**src/dbg_pkg.sv**
```systemverilog
package dbg_pkg;

    // CPU state widths
    localparam int PC_W     = 20;
    localparam int NIBBLE_W = 4;
    localparam int ST_W     = 16;
    localparam int HST_W    = 4;

    // Text buffer geometry
    localparam int CHAR_W   = 8;
    localparam int TEXT_LEN = 46;
    localparam int ADDR_W   = 6;

    // Digit pointer must reach the top ST bit
    localparam int PTR_W    = 4;

    // Fixed labels, first character in the top byte
    localparam int LBL_PC_LEN  = 4;
    localparam int LBL_P_LEN   = 3;
    localparam int LBL_HST_LEN = 6;
    localparam int LBL_ST_LEN  = 5;

    localparam logic [LBL_PC_LEN*CHAR_W-1:0]  LBL_PC  = "PC: ";
    localparam logic [LBL_P_LEN*CHAR_W-1:0]   LBL_P   = "P: ";
    localparam logic [LBL_HST_LEN*CHAR_W-1:0] LBL_HST = " HST: ";
    localparam logic [LBL_ST_LEN*CHAR_W-1:0]  LBL_ST  = " ST: ";

    localparam logic [CHAR_W-1:0] CHAR_NL    = 8'h0A;
    localparam logic [CHAR_W-1:0] CHAR_SPACE = 8'h20;

    // Captured CPU state, 44 bits
    typedef struct packed {
        logic [PC_W-1:0]     pc;
        logic [NIBBLE_W-1:0] p;
        logic [HST_W-1:0]    hst;
        logic [ST_W-1:0]     st;
    } dbg_state_t;

    // One buffer write, 16 bits
    typedef struct packed {
        logic              valid;
        logic [ADDR_W-1:0] addr;
        logic [CHAR_W-1:0] ch;
        logic              last;
    } dbg_wr_t;

    typedef enum logic [3:0] {
        FLD_IDLE,
        FLD_PC_LABEL,
        FLD_PC_HEX,
        FLD_NL0,
        FLD_P_LABEL,
        FLD_P_HEX,
        FLD_HST_LABEL,
        FLD_HST_BITS,
        FLD_ST_LABEL,
        FLD_ST_BITS,
        FLD_NL1
    } dbg_field_e;

    typedef enum logic [1:0] {
        SND_IDLE,
        SND_REQ,
        SND_WAIT_ACK_LOW
    } dbg_send_e;

    // Upper case hex digit
    function automatic logic [CHAR_W-1:0] hex_char(input logic [NIBBLE_W-1:0] nib);
        logic [CHAR_W-1:0] ch;
        if (nib < NIBBLE_W'(10)) begin
            ch = 8'h30 + CHAR_W'(nib);
        end else begin
            ch = 8'h37 + CHAR_W'(nib);
        end
        return ch;
    endfunction

endpackage
```
**src/saturn_debug_top.sv**
```systemverilog
`timescale 1ns/1ps

module saturn_debug_top (
    input  logic                       i_clk,
    input  logic                       i_reset,
    input  logic                       i_phase_last,
    input  logic                       i_instr_decoded,
    input  dbg_pkg::dbg_state_t        i_cpu_state,
    input  logic                       i_char_ack,
    output logic [dbg_pkg::CHAR_W-1:0] o_char,
    output logic                       o_char_req,
    output logic                       o_debug_cycle
);

    dbg_pkg::dbg_state_t snap_state;
    dbg_pkg::dbg_wr_t    fmt_wr;
    logic                fmt_start;
    logic                send_done;

    // Capture on the last phase of a decoded instruction
    dbg_snapshot u_snapshot (
        .i_clk           (i_clk),
        .i_reset         (i_reset),
        .i_phase_last    (i_phase_last),
        .i_instr_decoded (i_instr_decoded),
        .i_cpu_state     (i_cpu_state),
        .i_done          (send_done),
        .o_state         (snap_state),
        .o_start         (fmt_start),
        .o_busy          (o_debug_cycle)
    );

    // Two text lines, one character per cycle
    dbg_formatter u_formatter (
        .i_clk   (i_clk),
        .i_reset (i_reset),
        .i_start (fmt_start),
        .i_state (snap_state),
        .o_wr    (fmt_wr)
    );

    // Buffer and req/ack sender
    dbg_char_out u_char_out (
        .i_clk      (i_clk),
        .i_reset    (i_reset),
        .i_wr       (fmt_wr),
        .i_char_ack (i_char_ack),
        .o_char     (o_char),
        .o_char_req (o_char_req),
        .o_done     (send_done)
    );

endmodule

```
**src/dbg_char_out.sv**
```systemverilog
`timescale 1ns/1ps

module dbg_char_out (
    input  logic                         i_clk,
    input  logic                         i_reset,
    input  dbg_pkg::dbg_wr_t             i_wr,
    input  logic                         i_char_ack,
    output logic [dbg_pkg::CHAR_W-1:0]   o_char,
    output logic                         o_char_req,
    output logic                         o_done
);

    logic [dbg_pkg::CHAR_W-1:0] text_buf [dbg_pkg::TEXT_LEN];
    logic [dbg_pkg::ADDR_W-1:0] rd_ptr;
    dbg_pkg::dbg_send_e         state;
    logic                       last_char;

    // Buffer always accepts a write
    always_ff @(posedge i_clk) begin
        if (i_wr.valid) begin
            text_buf[i_wr.addr] <= i_wr.ch;
        end
    end

    assign last_char  = (rd_ptr == dbg_pkg::ADDR_W'(dbg_pkg::TEXT_LEN - 1));
    assign o_char_req = (state == dbg_pkg::SND_REQ);

    always_ff @(posedge i_clk) begin
        if (i_reset) begin
            state  <= dbg_pkg::SND_IDLE;
            rd_ptr <= '0;
            o_done <= 1'b0;
        end else begin
            o_done <= 1'b0;
            case (state)
                dbg_pkg::SND_IDLE: begin
                    // Sending starts once the whole text is in the buffer
                    if (i_wr.valid && i_wr.last) begin
                        o_char <= text_buf[0];
                        rd_ptr <= '0;
                        state  <= dbg_pkg::SND_REQ;
                    end
                end
                dbg_pkg::SND_REQ: begin
                    if (i_char_ack) begin
                        state <= dbg_pkg::SND_WAIT_ACK_LOW;
                    end
                end
                dbg_pkg::SND_WAIT_ACK_LOW: begin
                    if (!i_char_ack) begin
                        if (last_char) begin
                            o_done <= 1'b1;
                            state  <= dbg_pkg::SND_IDLE;
                        end else begin
                            o_char <= text_buf[rd_ptr + 1'b1];
                            rd_ptr <= rd_ptr + 1'b1;
                            state  <= dbg_pkg::SND_REQ;
                        end
                    end
                end
                default: state <= dbg_pkg::SND_IDLE;
            endcase
        end
    end

    // Text must not be overwritten while it is being sent
    a_no_write_while_sending: assert property (
        @(posedge i_clk) disable iff (i_reset)
        i_wr.valid |-> (state == dbg_pkg::SND_IDLE)
    );

    // Host keeps ack up until req has dropped
    a_ack_held: assert property (
        @(posedge i_clk) disable iff (i_reset)
        (o_char_req && i_char_ack) |=> i_char_ack
    );

endmodule

```
**src/dbg_formatter.sv**
```systemverilog
`timescale 1ns/1ps

module dbg_formatter (
    input  logic                i_clk,
    input  logic                i_reset,
    input  logic                i_start,
    input  dbg_pkg::dbg_state_t i_state,
    output dbg_pkg::dbg_wr_t    o_wr
);

    dbg_pkg::dbg_field_e           field;
    dbg_pkg::dbg_field_e           nxt_field;
    logic [dbg_pkg::PTR_W-1:0]     ptr;
    logic [dbg_pkg::PTR_W-1:0]     nxt_ptr;

    // Character for one field position
    function automatic logic [dbg_pkg::CHAR_W-1:0] field_char(
        input dbg_pkg::dbg_field_e       fld,
        input logic [dbg_pkg::PTR_W-1:0] idx,
        input dbg_pkg::dbg_state_t       s
    );
        logic [dbg_pkg::CHAR_W-1:0] ch;
        int                         pos;
        pos = int'(idx);
        case (fld)
            dbg_pkg::FLD_PC_LABEL:
                ch = dbg_pkg::LBL_PC[(dbg_pkg::LBL_PC_LEN-1-pos)*dbg_pkg::CHAR_W +:
                                     dbg_pkg::CHAR_W];
            dbg_pkg::FLD_PC_HEX:
                ch = dbg_pkg::hex_char(s.pc[pos*dbg_pkg::NIBBLE_W +: dbg_pkg::NIBBLE_W]);
            dbg_pkg::FLD_P_LABEL:
                ch = dbg_pkg::LBL_P[(dbg_pkg::LBL_P_LEN-1-pos)*dbg_pkg::CHAR_W +:
                                    dbg_pkg::CHAR_W];
            dbg_pkg::FLD_P_HEX:
                ch = dbg_pkg::hex_char(s.p);
            dbg_pkg::FLD_HST_LABEL:
                ch = dbg_pkg::LBL_HST[(dbg_pkg::LBL_HST_LEN-1-pos)*dbg_pkg::CHAR_W +:
                                      dbg_pkg::CHAR_W];
            dbg_pkg::FLD_HST_BITS:
                ch = dbg_pkg::hex_char(dbg_pkg::NIBBLE_W'(s.hst[pos]));
            dbg_pkg::FLD_ST_LABEL:
                ch = dbg_pkg::LBL_ST[(dbg_pkg::LBL_ST_LEN-1-pos)*dbg_pkg::CHAR_W +:
                                     dbg_pkg::CHAR_W];
            dbg_pkg::FLD_ST_BITS:
                ch = dbg_pkg::hex_char(dbg_pkg::NIBBLE_W'(s.st[pos]));
            dbg_pkg::FLD_NL0, dbg_pkg::FLD_NL1:
                ch = dbg_pkg::CHAR_NL;
            default:
                ch = dbg_pkg::CHAR_SPACE;
        endcase
        return ch;
    endfunction

    // Labels count up, digits and bits count down from the MSB
    always_comb begin
        nxt_field = field;
        nxt_ptr   = ptr + 1'b1;
        case (field)
            dbg_pkg::FLD_IDLE: begin
                nxt_ptr = '0;
                if (i_start) begin
                    nxt_field = dbg_pkg::FLD_PC_LABEL;
                end
            end
            dbg_pkg::FLD_PC_LABEL: begin
                if (ptr == dbg_pkg::PTR_W'(dbg_pkg::LBL_PC_LEN - 1)) begin
                    nxt_field = dbg_pkg::FLD_PC_HEX;
                    nxt_ptr   = dbg_pkg::PTR_W'(dbg_pkg::PC_W / dbg_pkg::NIBBLE_W - 1);
                end
            end
            dbg_pkg::FLD_PC_HEX: begin
                nxt_ptr = ptr - 1'b1;
                if (ptr == '0) begin
                    nxt_field = dbg_pkg::FLD_NL0;
                end
            end
            dbg_pkg::FLD_NL0: begin
                nxt_field = dbg_pkg::FLD_P_LABEL;
                nxt_ptr   = '0;
            end
            dbg_pkg::FLD_P_LABEL: begin
                if (ptr == dbg_pkg::PTR_W'(dbg_pkg::LBL_P_LEN - 1)) begin
                    nxt_field = dbg_pkg::FLD_P_HEX;
                    nxt_ptr   = '0;
                end
            end
            dbg_pkg::FLD_P_HEX: begin
                nxt_field = dbg_pkg::FLD_HST_LABEL;
                nxt_ptr   = '0;
            end
            dbg_pkg::FLD_HST_LABEL: begin
                if (ptr == dbg_pkg::PTR_W'(dbg_pkg::LBL_HST_LEN - 1)) begin
                    nxt_field = dbg_pkg::FLD_HST_BITS;
                    nxt_ptr   = dbg_pkg::PTR_W'(dbg_pkg::HST_W - 1);
                end
            end
            dbg_pkg::FLD_HST_BITS: begin
                nxt_ptr = ptr - 1'b1;
                if (ptr == '0) begin
                    nxt_field = dbg_pkg::FLD_ST_LABEL;
                    nxt_ptr   = '0;
                end
            end
            dbg_pkg::FLD_ST_LABEL: begin
                if (ptr == dbg_pkg::PTR_W'(dbg_pkg::LBL_ST_LEN - 1)) begin
                    nxt_field = dbg_pkg::FLD_ST_BITS;
                    nxt_ptr   = dbg_pkg::PTR_W'(dbg_pkg::ST_W - 1);
                end
            end
            dbg_pkg::FLD_ST_BITS: begin
                nxt_ptr = ptr - 1'b1;
                if (ptr == '0) begin
                    nxt_field = dbg_pkg::FLD_NL1;
                end
            end
            default: begin
                nxt_field = dbg_pkg::FLD_IDLE;
                nxt_ptr   = '0;
            end
        endcase
    end

    // The registered write always describes the field held in field/ptr
    always_ff @(posedge i_clk) begin
        o_wr.ch   <= field_char(nxt_field, nxt_ptr, i_state);
        o_wr.last <= (nxt_field == dbg_pkg::FLD_NL1);
        if (field == dbg_pkg::FLD_IDLE) begin
            o_wr.addr <= '0;
        end else begin
            o_wr.addr <= o_wr.addr + 1'b1;
        end
        if (i_reset) begin
            field      <= dbg_pkg::FLD_IDLE;
            ptr        <= '0;
            o_wr.valid <= 1'b0;
        end else begin
            field      <= nxt_field;
            ptr        <= nxt_ptr;
            o_wr.valid <= (nxt_field != dbg_pkg::FLD_IDLE);
        end
    end

    // Last flag lands exactly on the final buffer address
    a_last_at_end: assert property (
        @(posedge i_clk) disable iff (i_reset)
        o_wr.valid |->
            (o_wr.last == (o_wr.addr == dbg_pkg::ADDR_W'(dbg_pkg::TEXT_LEN - 1)))
    );

endmodule

```
**src/dbg_snapshot.sv**
```systemverilog
`timescale 1ns/1ps

module dbg_snapshot (
    input  logic                i_clk,
    input  logic                i_reset,
    input  logic                i_phase_last,
    input  logic                i_instr_decoded,
    input  dbg_pkg::dbg_state_t i_cpu_state,
    input  logic                i_done,
    output dbg_pkg::dbg_state_t o_state,
    output logic                o_start,
    output logic                o_busy
);

    logic trigger;

    // Only the end of a decoded instruction counts, and only while idle
    assign trigger = i_phase_last && i_instr_decoded && !o_busy;

    always_ff @(posedge i_clk) begin
        if (i_reset) begin
            o_busy  <= 1'b0;
            o_start <= 1'b0;
        end else begin
            o_start <= trigger;
            if (trigger) begin
                o_busy <= 1'b1;
            end else if (i_done) begin
                o_busy <= 1'b0;
            end
        end
    end

    // State is held for the whole dump so the formatter can read it freely
    always_ff @(posedge i_clk) begin
        if (trigger) begin
            o_state <= i_cpu_state;
        end
    end

    // Done only ends a dump that is in progress
    a_done_while_busy: assert property (
        @(posedge i_clk) disable iff (i_reset)
        i_done |-> o_busy
    );

endmodule

```
**config.mk**
```make
export PLATFORM = sky130hd
export DESIGN_NAME = saturn_debug_top
export DESIGN_NICKNAME = d
export VERILOG_FILES = /design/src/dbg_pkg.sv /design/src/saturn_debug_top.sv /design/src/dbg_char_out.sv /design/src/dbg_formatter.sv /design/src/dbg_snapshot.sv
export SDC_FILE = /design/constraint.sdc
export NUM_CORES = 1
export LEC_CHECK = 0
export BUFFER_PORTS_ARGS = -buffer_cell sky130_fd_sc_hd__buf_2
export CAP_MARGIN = 25
export CORE_MARGIN = 2
export CORE_UTILIZATION = 41
export CTS_CLUSTER_DIAMETER = 120
export DETAILED_ROUTE_END_ITERATION = 8
export GPL_TIMING_DRIVEN = 0
export SLEW_MARGIN = 0
export SYNTH_ARGS = -nofsm -noshare
export SYNTH_HDL_FRONTEND = slang
export SYNTH_SLANG_ARGS = --single-unit
```
**constraint.sdc**
```tcl
create_clock -name i_clk -period 6.48 [get_ports i_clk]
set_input_delay 0.648 -clock i_clk [delete_from_list [all_inputs] [get_ports i_clk]]
set_output_delay 0.648 -clock i_clk [all_outputs]
set_load 0.01 [all_outputs]
```
==> metrics.csv <==
stage,metric,value,unit
critical_path,worstPathRequired,6.92,ns
synthesis,synth_top_flop_cell,edfxtp_1,
sta,fin_skew,0.01439,ns
synthesis,syn_area,17320,µm²
sta,fin_setup_tns,0,ns
critical_path,start_kind,flip-flop,
sta,setup_violations,0,
global_route,overflow,0,
power_and_ir_drop,vdd_ir_drop_max,204.3,µV
sta,rsz0062_at_grt,false,
clock_tree,cts_tree,yes,
critical_path,cp_common_cell,ha_1,
critical_path,crit_fanout,12,
final_layout,final_common_cell,edfxtp_1,
critical_path,crit_chain,inv_1 > ha_1 > or3b_1 > buf_2 > a2111oi_2 > o221a_2 > buf_6 > inv_4 > clkbuf_1 > ha_1 > o31a_1 > o2111a_1 > and4_1 > a221oi_1 > nand3_1 > a311o_1,
final_layout,final_util,47.30,%
clock_tree,cts_resized,0,
drt,drtAntennaViolNets,0,
critical_path,r2r-start,u_formatter.ptr[0]$_SDFF_PP0_,
synthesis,synth_top_family_by_area,multiplexers,
clock_tree,numCtsBuffers,43,
sta,slew_headroom,33.76,%
floorplanning,fp-row-count,75,
critical_path,end_kind,flip-flop,
global_route,grt_pass1_vias,9665,
drt,drt-pass1-iter-count,6,
sta,drv_slew,0,
synthesis,synth-edff-count,373,
global_route,grtUsageTotal,18.18,%
clock_tree,cts_sinks,407,
sta,fin_crit_sh,70.55,%
final_layout,insertedDiodeCount,0,
clock_tree,cts-root-buf,clkbuf_16,
critical_path,cp.arrival,5.01,ns
synthesis,yosys-mux-area-fraction,14.32,%
drt,drc_errors,0,
hold_path,hold_path.class,in2reg,
global_route,grt_pass1_wl,59.36,mm
drt,vias,9550,
synthesis,syn_area_per_cell,16.90,µm²
job,cap_violations,0,
floorplanning,dieHeight,209.6,µm
sta,hold_viol,0,
critical_path,worstSetupStartpoint,u_formatter.ptr[0]$_SDFF_PP0_,
final_layout,area.growth.synth_to_final,14.27,%
synthesis,synth_xor_area_share,1.055,%
clock_tree,ctsLongestPathBuffers,3,
critical_path,crit_path_top_delay_cell,a221oi_1,
drt,routedWlPerCell,22.99,µm
drt,vias_per_cell,5.591,
synthesis,synth.top_cell.area_share,64.66,%
status,status,"complete, no violations",
floorplanning,die_x,209.6,µm
place,gp_congestion,0.9084,
floorplanning,core,41850,µm²
sta,worst-slew-pin-transition,0.9936,ns
synthesis,ys_top_cells_by_area,"edfxtp_1 65%, mux4_2 13%, dfxtp_1 3.9%, nor2_1 2.0%, ha_1 1.2%",
synthesis,ys_ff_latch,407,
power_and_ir_drop,powerDensity,337.0,nW/µm²
floorplanning,start_util,41.39,%
drt,dr.first_iter.drc_count,1013,
final_layout,final_cell_mix,"373 x edfxtp_1, 98 x mux4_2, 92 x nor2_1",
clock_tree,cts.hold.buffers_added,0,
synthesis,synth_compound_area_share,4.940,%
critical_path,critical_path_class,reg2reg,
final_layout,drive_above_1_share,24.29,%
critical_path,critPathMaxStageDelay,0.40,ns
synthesis,yosysUniqueCellTypes,90,
synthesis,synth_simple_gate_area_share,7.996,%
synthesis,synthAdderAreaFrac,1.228,%
clock_tree,clk_pin_slew,0.06,ns
synthesis,yosysSeqAreaShare,68.59,%
sta,period_needed,4.571,ns
global_route,grt_max_degree,47,
power_and_ir_drop,leakagePower,6.523,nW
place,hpwl,26.46,mm
synthesis,synth_top_area_cell,edfxtp_1,
clock_tree,clk_latency,0.57,ns
synthesis,yosysWarnings,0,
synthesis,async_flop_share,0,%
synthesis,synth_nets,1091,
sta,fmax,0.2188,GHz
final_layout,fin_nets,1201,
clock_tree,postCtsSetupBuffers,0,
drt,wirelength,39.26,mm
floorplanning,die_area,43910,µm²
place,port_buffers,57,
clock_tree,htreeDepth,2,
global_route,antenna_found_initial,1,
floorplanning,io_pins,59,
synthesis,synth_cells,1025,
hold_path,min_from,i_cpu_state[41],
cell usage after synthesis, drive strengths merged (10+ instances only):
| library cell | number |
|---|---|
| a21oi | 31 |
| buf | 24 |
| clkbuf | 33 |
| dfxtp | 34 |
| edfxtp | 373 |
| ha | 17 |
| inv | 15 |
| mux2 | 10 |
| mux2i | 16 |
| mux4 | 98 |
| nand2 | 46 |
| nand3 | 21 |
| nor2 | 92 |
| nor2b | 12 |
| nor3 | 18 |
| o21ai | 31 |
| xnor2 | 13 |
per-layer routing:
metal | global-route usage [%] | vias up | share of wire [%]
li1 | - | 4323 | -
met1 | 23.74 | 4851 | 42
met2 | 31.43 | 306 | 50
met3 | 2.843 | 68 | 5.1
met4 | 5.723 | 2 | 2.5
met5 | 0 | - | 0.033
state kept, by name (all words and copies together) (netlist names):
name and cells:
u_char_out.o_char 7, u_char_out.o_done 1, u_char_out.rd_ptr 6, u_char_out.state 2
u_char_out.text_buf 322, u_formatter.field 4, u_formatter.o_wr 15, u_formatter.ptr 4
u_snapshot.o_busy 1, u_snapshot.o_start 1, u_snapshot.o_state 44
report_power, final:
| part | internal (mW) | switching [mW] |
|---|---|---|
| registers | 3.15 | 0.252 |
| logic | 0.317 | 0.548 |
| clock network | 1.42 | 0.985 |
final cells by class:
cell class	instances	area, µm²
fill	3595	22060
multi-input combinational	545	5120
clock buffer	59	1196
buffer	57	259.0
sequential	407	11890
tap	539	674.4
inverter	16	62.56
clock inverter	20	197.7
timing repair buffer	65	396.6
cells by family after synthesis:
| group | Yosys count |
|---|---|
| compound gates | 121 |
| xor+xnor | 20 |
| fa+ha+maj | 17 |
| buf+inv | 73 |
| flops | 407 |
| mux | 124 |
| other cells | 1 |
| simple gates | 262 |
worst paths after layout:
| path | to | slack (ns) | cells after the start |
|---|---|---|---|
| min | u_snapshot.o_state[41]$_DFFE_PP_ | 0.26 | 1 |
| min reg2reg | u_snapshot.o_busy$_SDFFE_PP0P_ | 0.49 | 2 |
| max | u_formatter.o_wr[4]$_DFF_P_ | 1.91 | 16 |
| max reg2reg | u_formatter.o_wr[4]$_DFF_P_ | 1.91 | 16 |
worst max-delay path: cells and delay by family (launching register included):
kind	cells	cell delay, ns
AOI/OAI and AO/OA	6	1.79
adders and majority gates	2	0.63
buffers and inverters	5	0.88
DFF	1	0.38
and+or+nand+nor	3	0.73
per-stage QoR:
step	instance area [µm²]	hold slack [ns]	power, mW	setup slack, ns	cells
finish	19800	0.2555	6.671	1.909	1708
global route	19800	0.2419	6.928	1.686	1708
CTS	19720	0.2256	6.725	1.979	1702
detailed placement	18320	0.4879	4.322	2.035	1623
global placement	18280	0.4800	4.286	2.025	1621
floorplan	17320	0.4667	3.938	2.860	1025
Note: power is estimated with default switching activity, not from simulation.
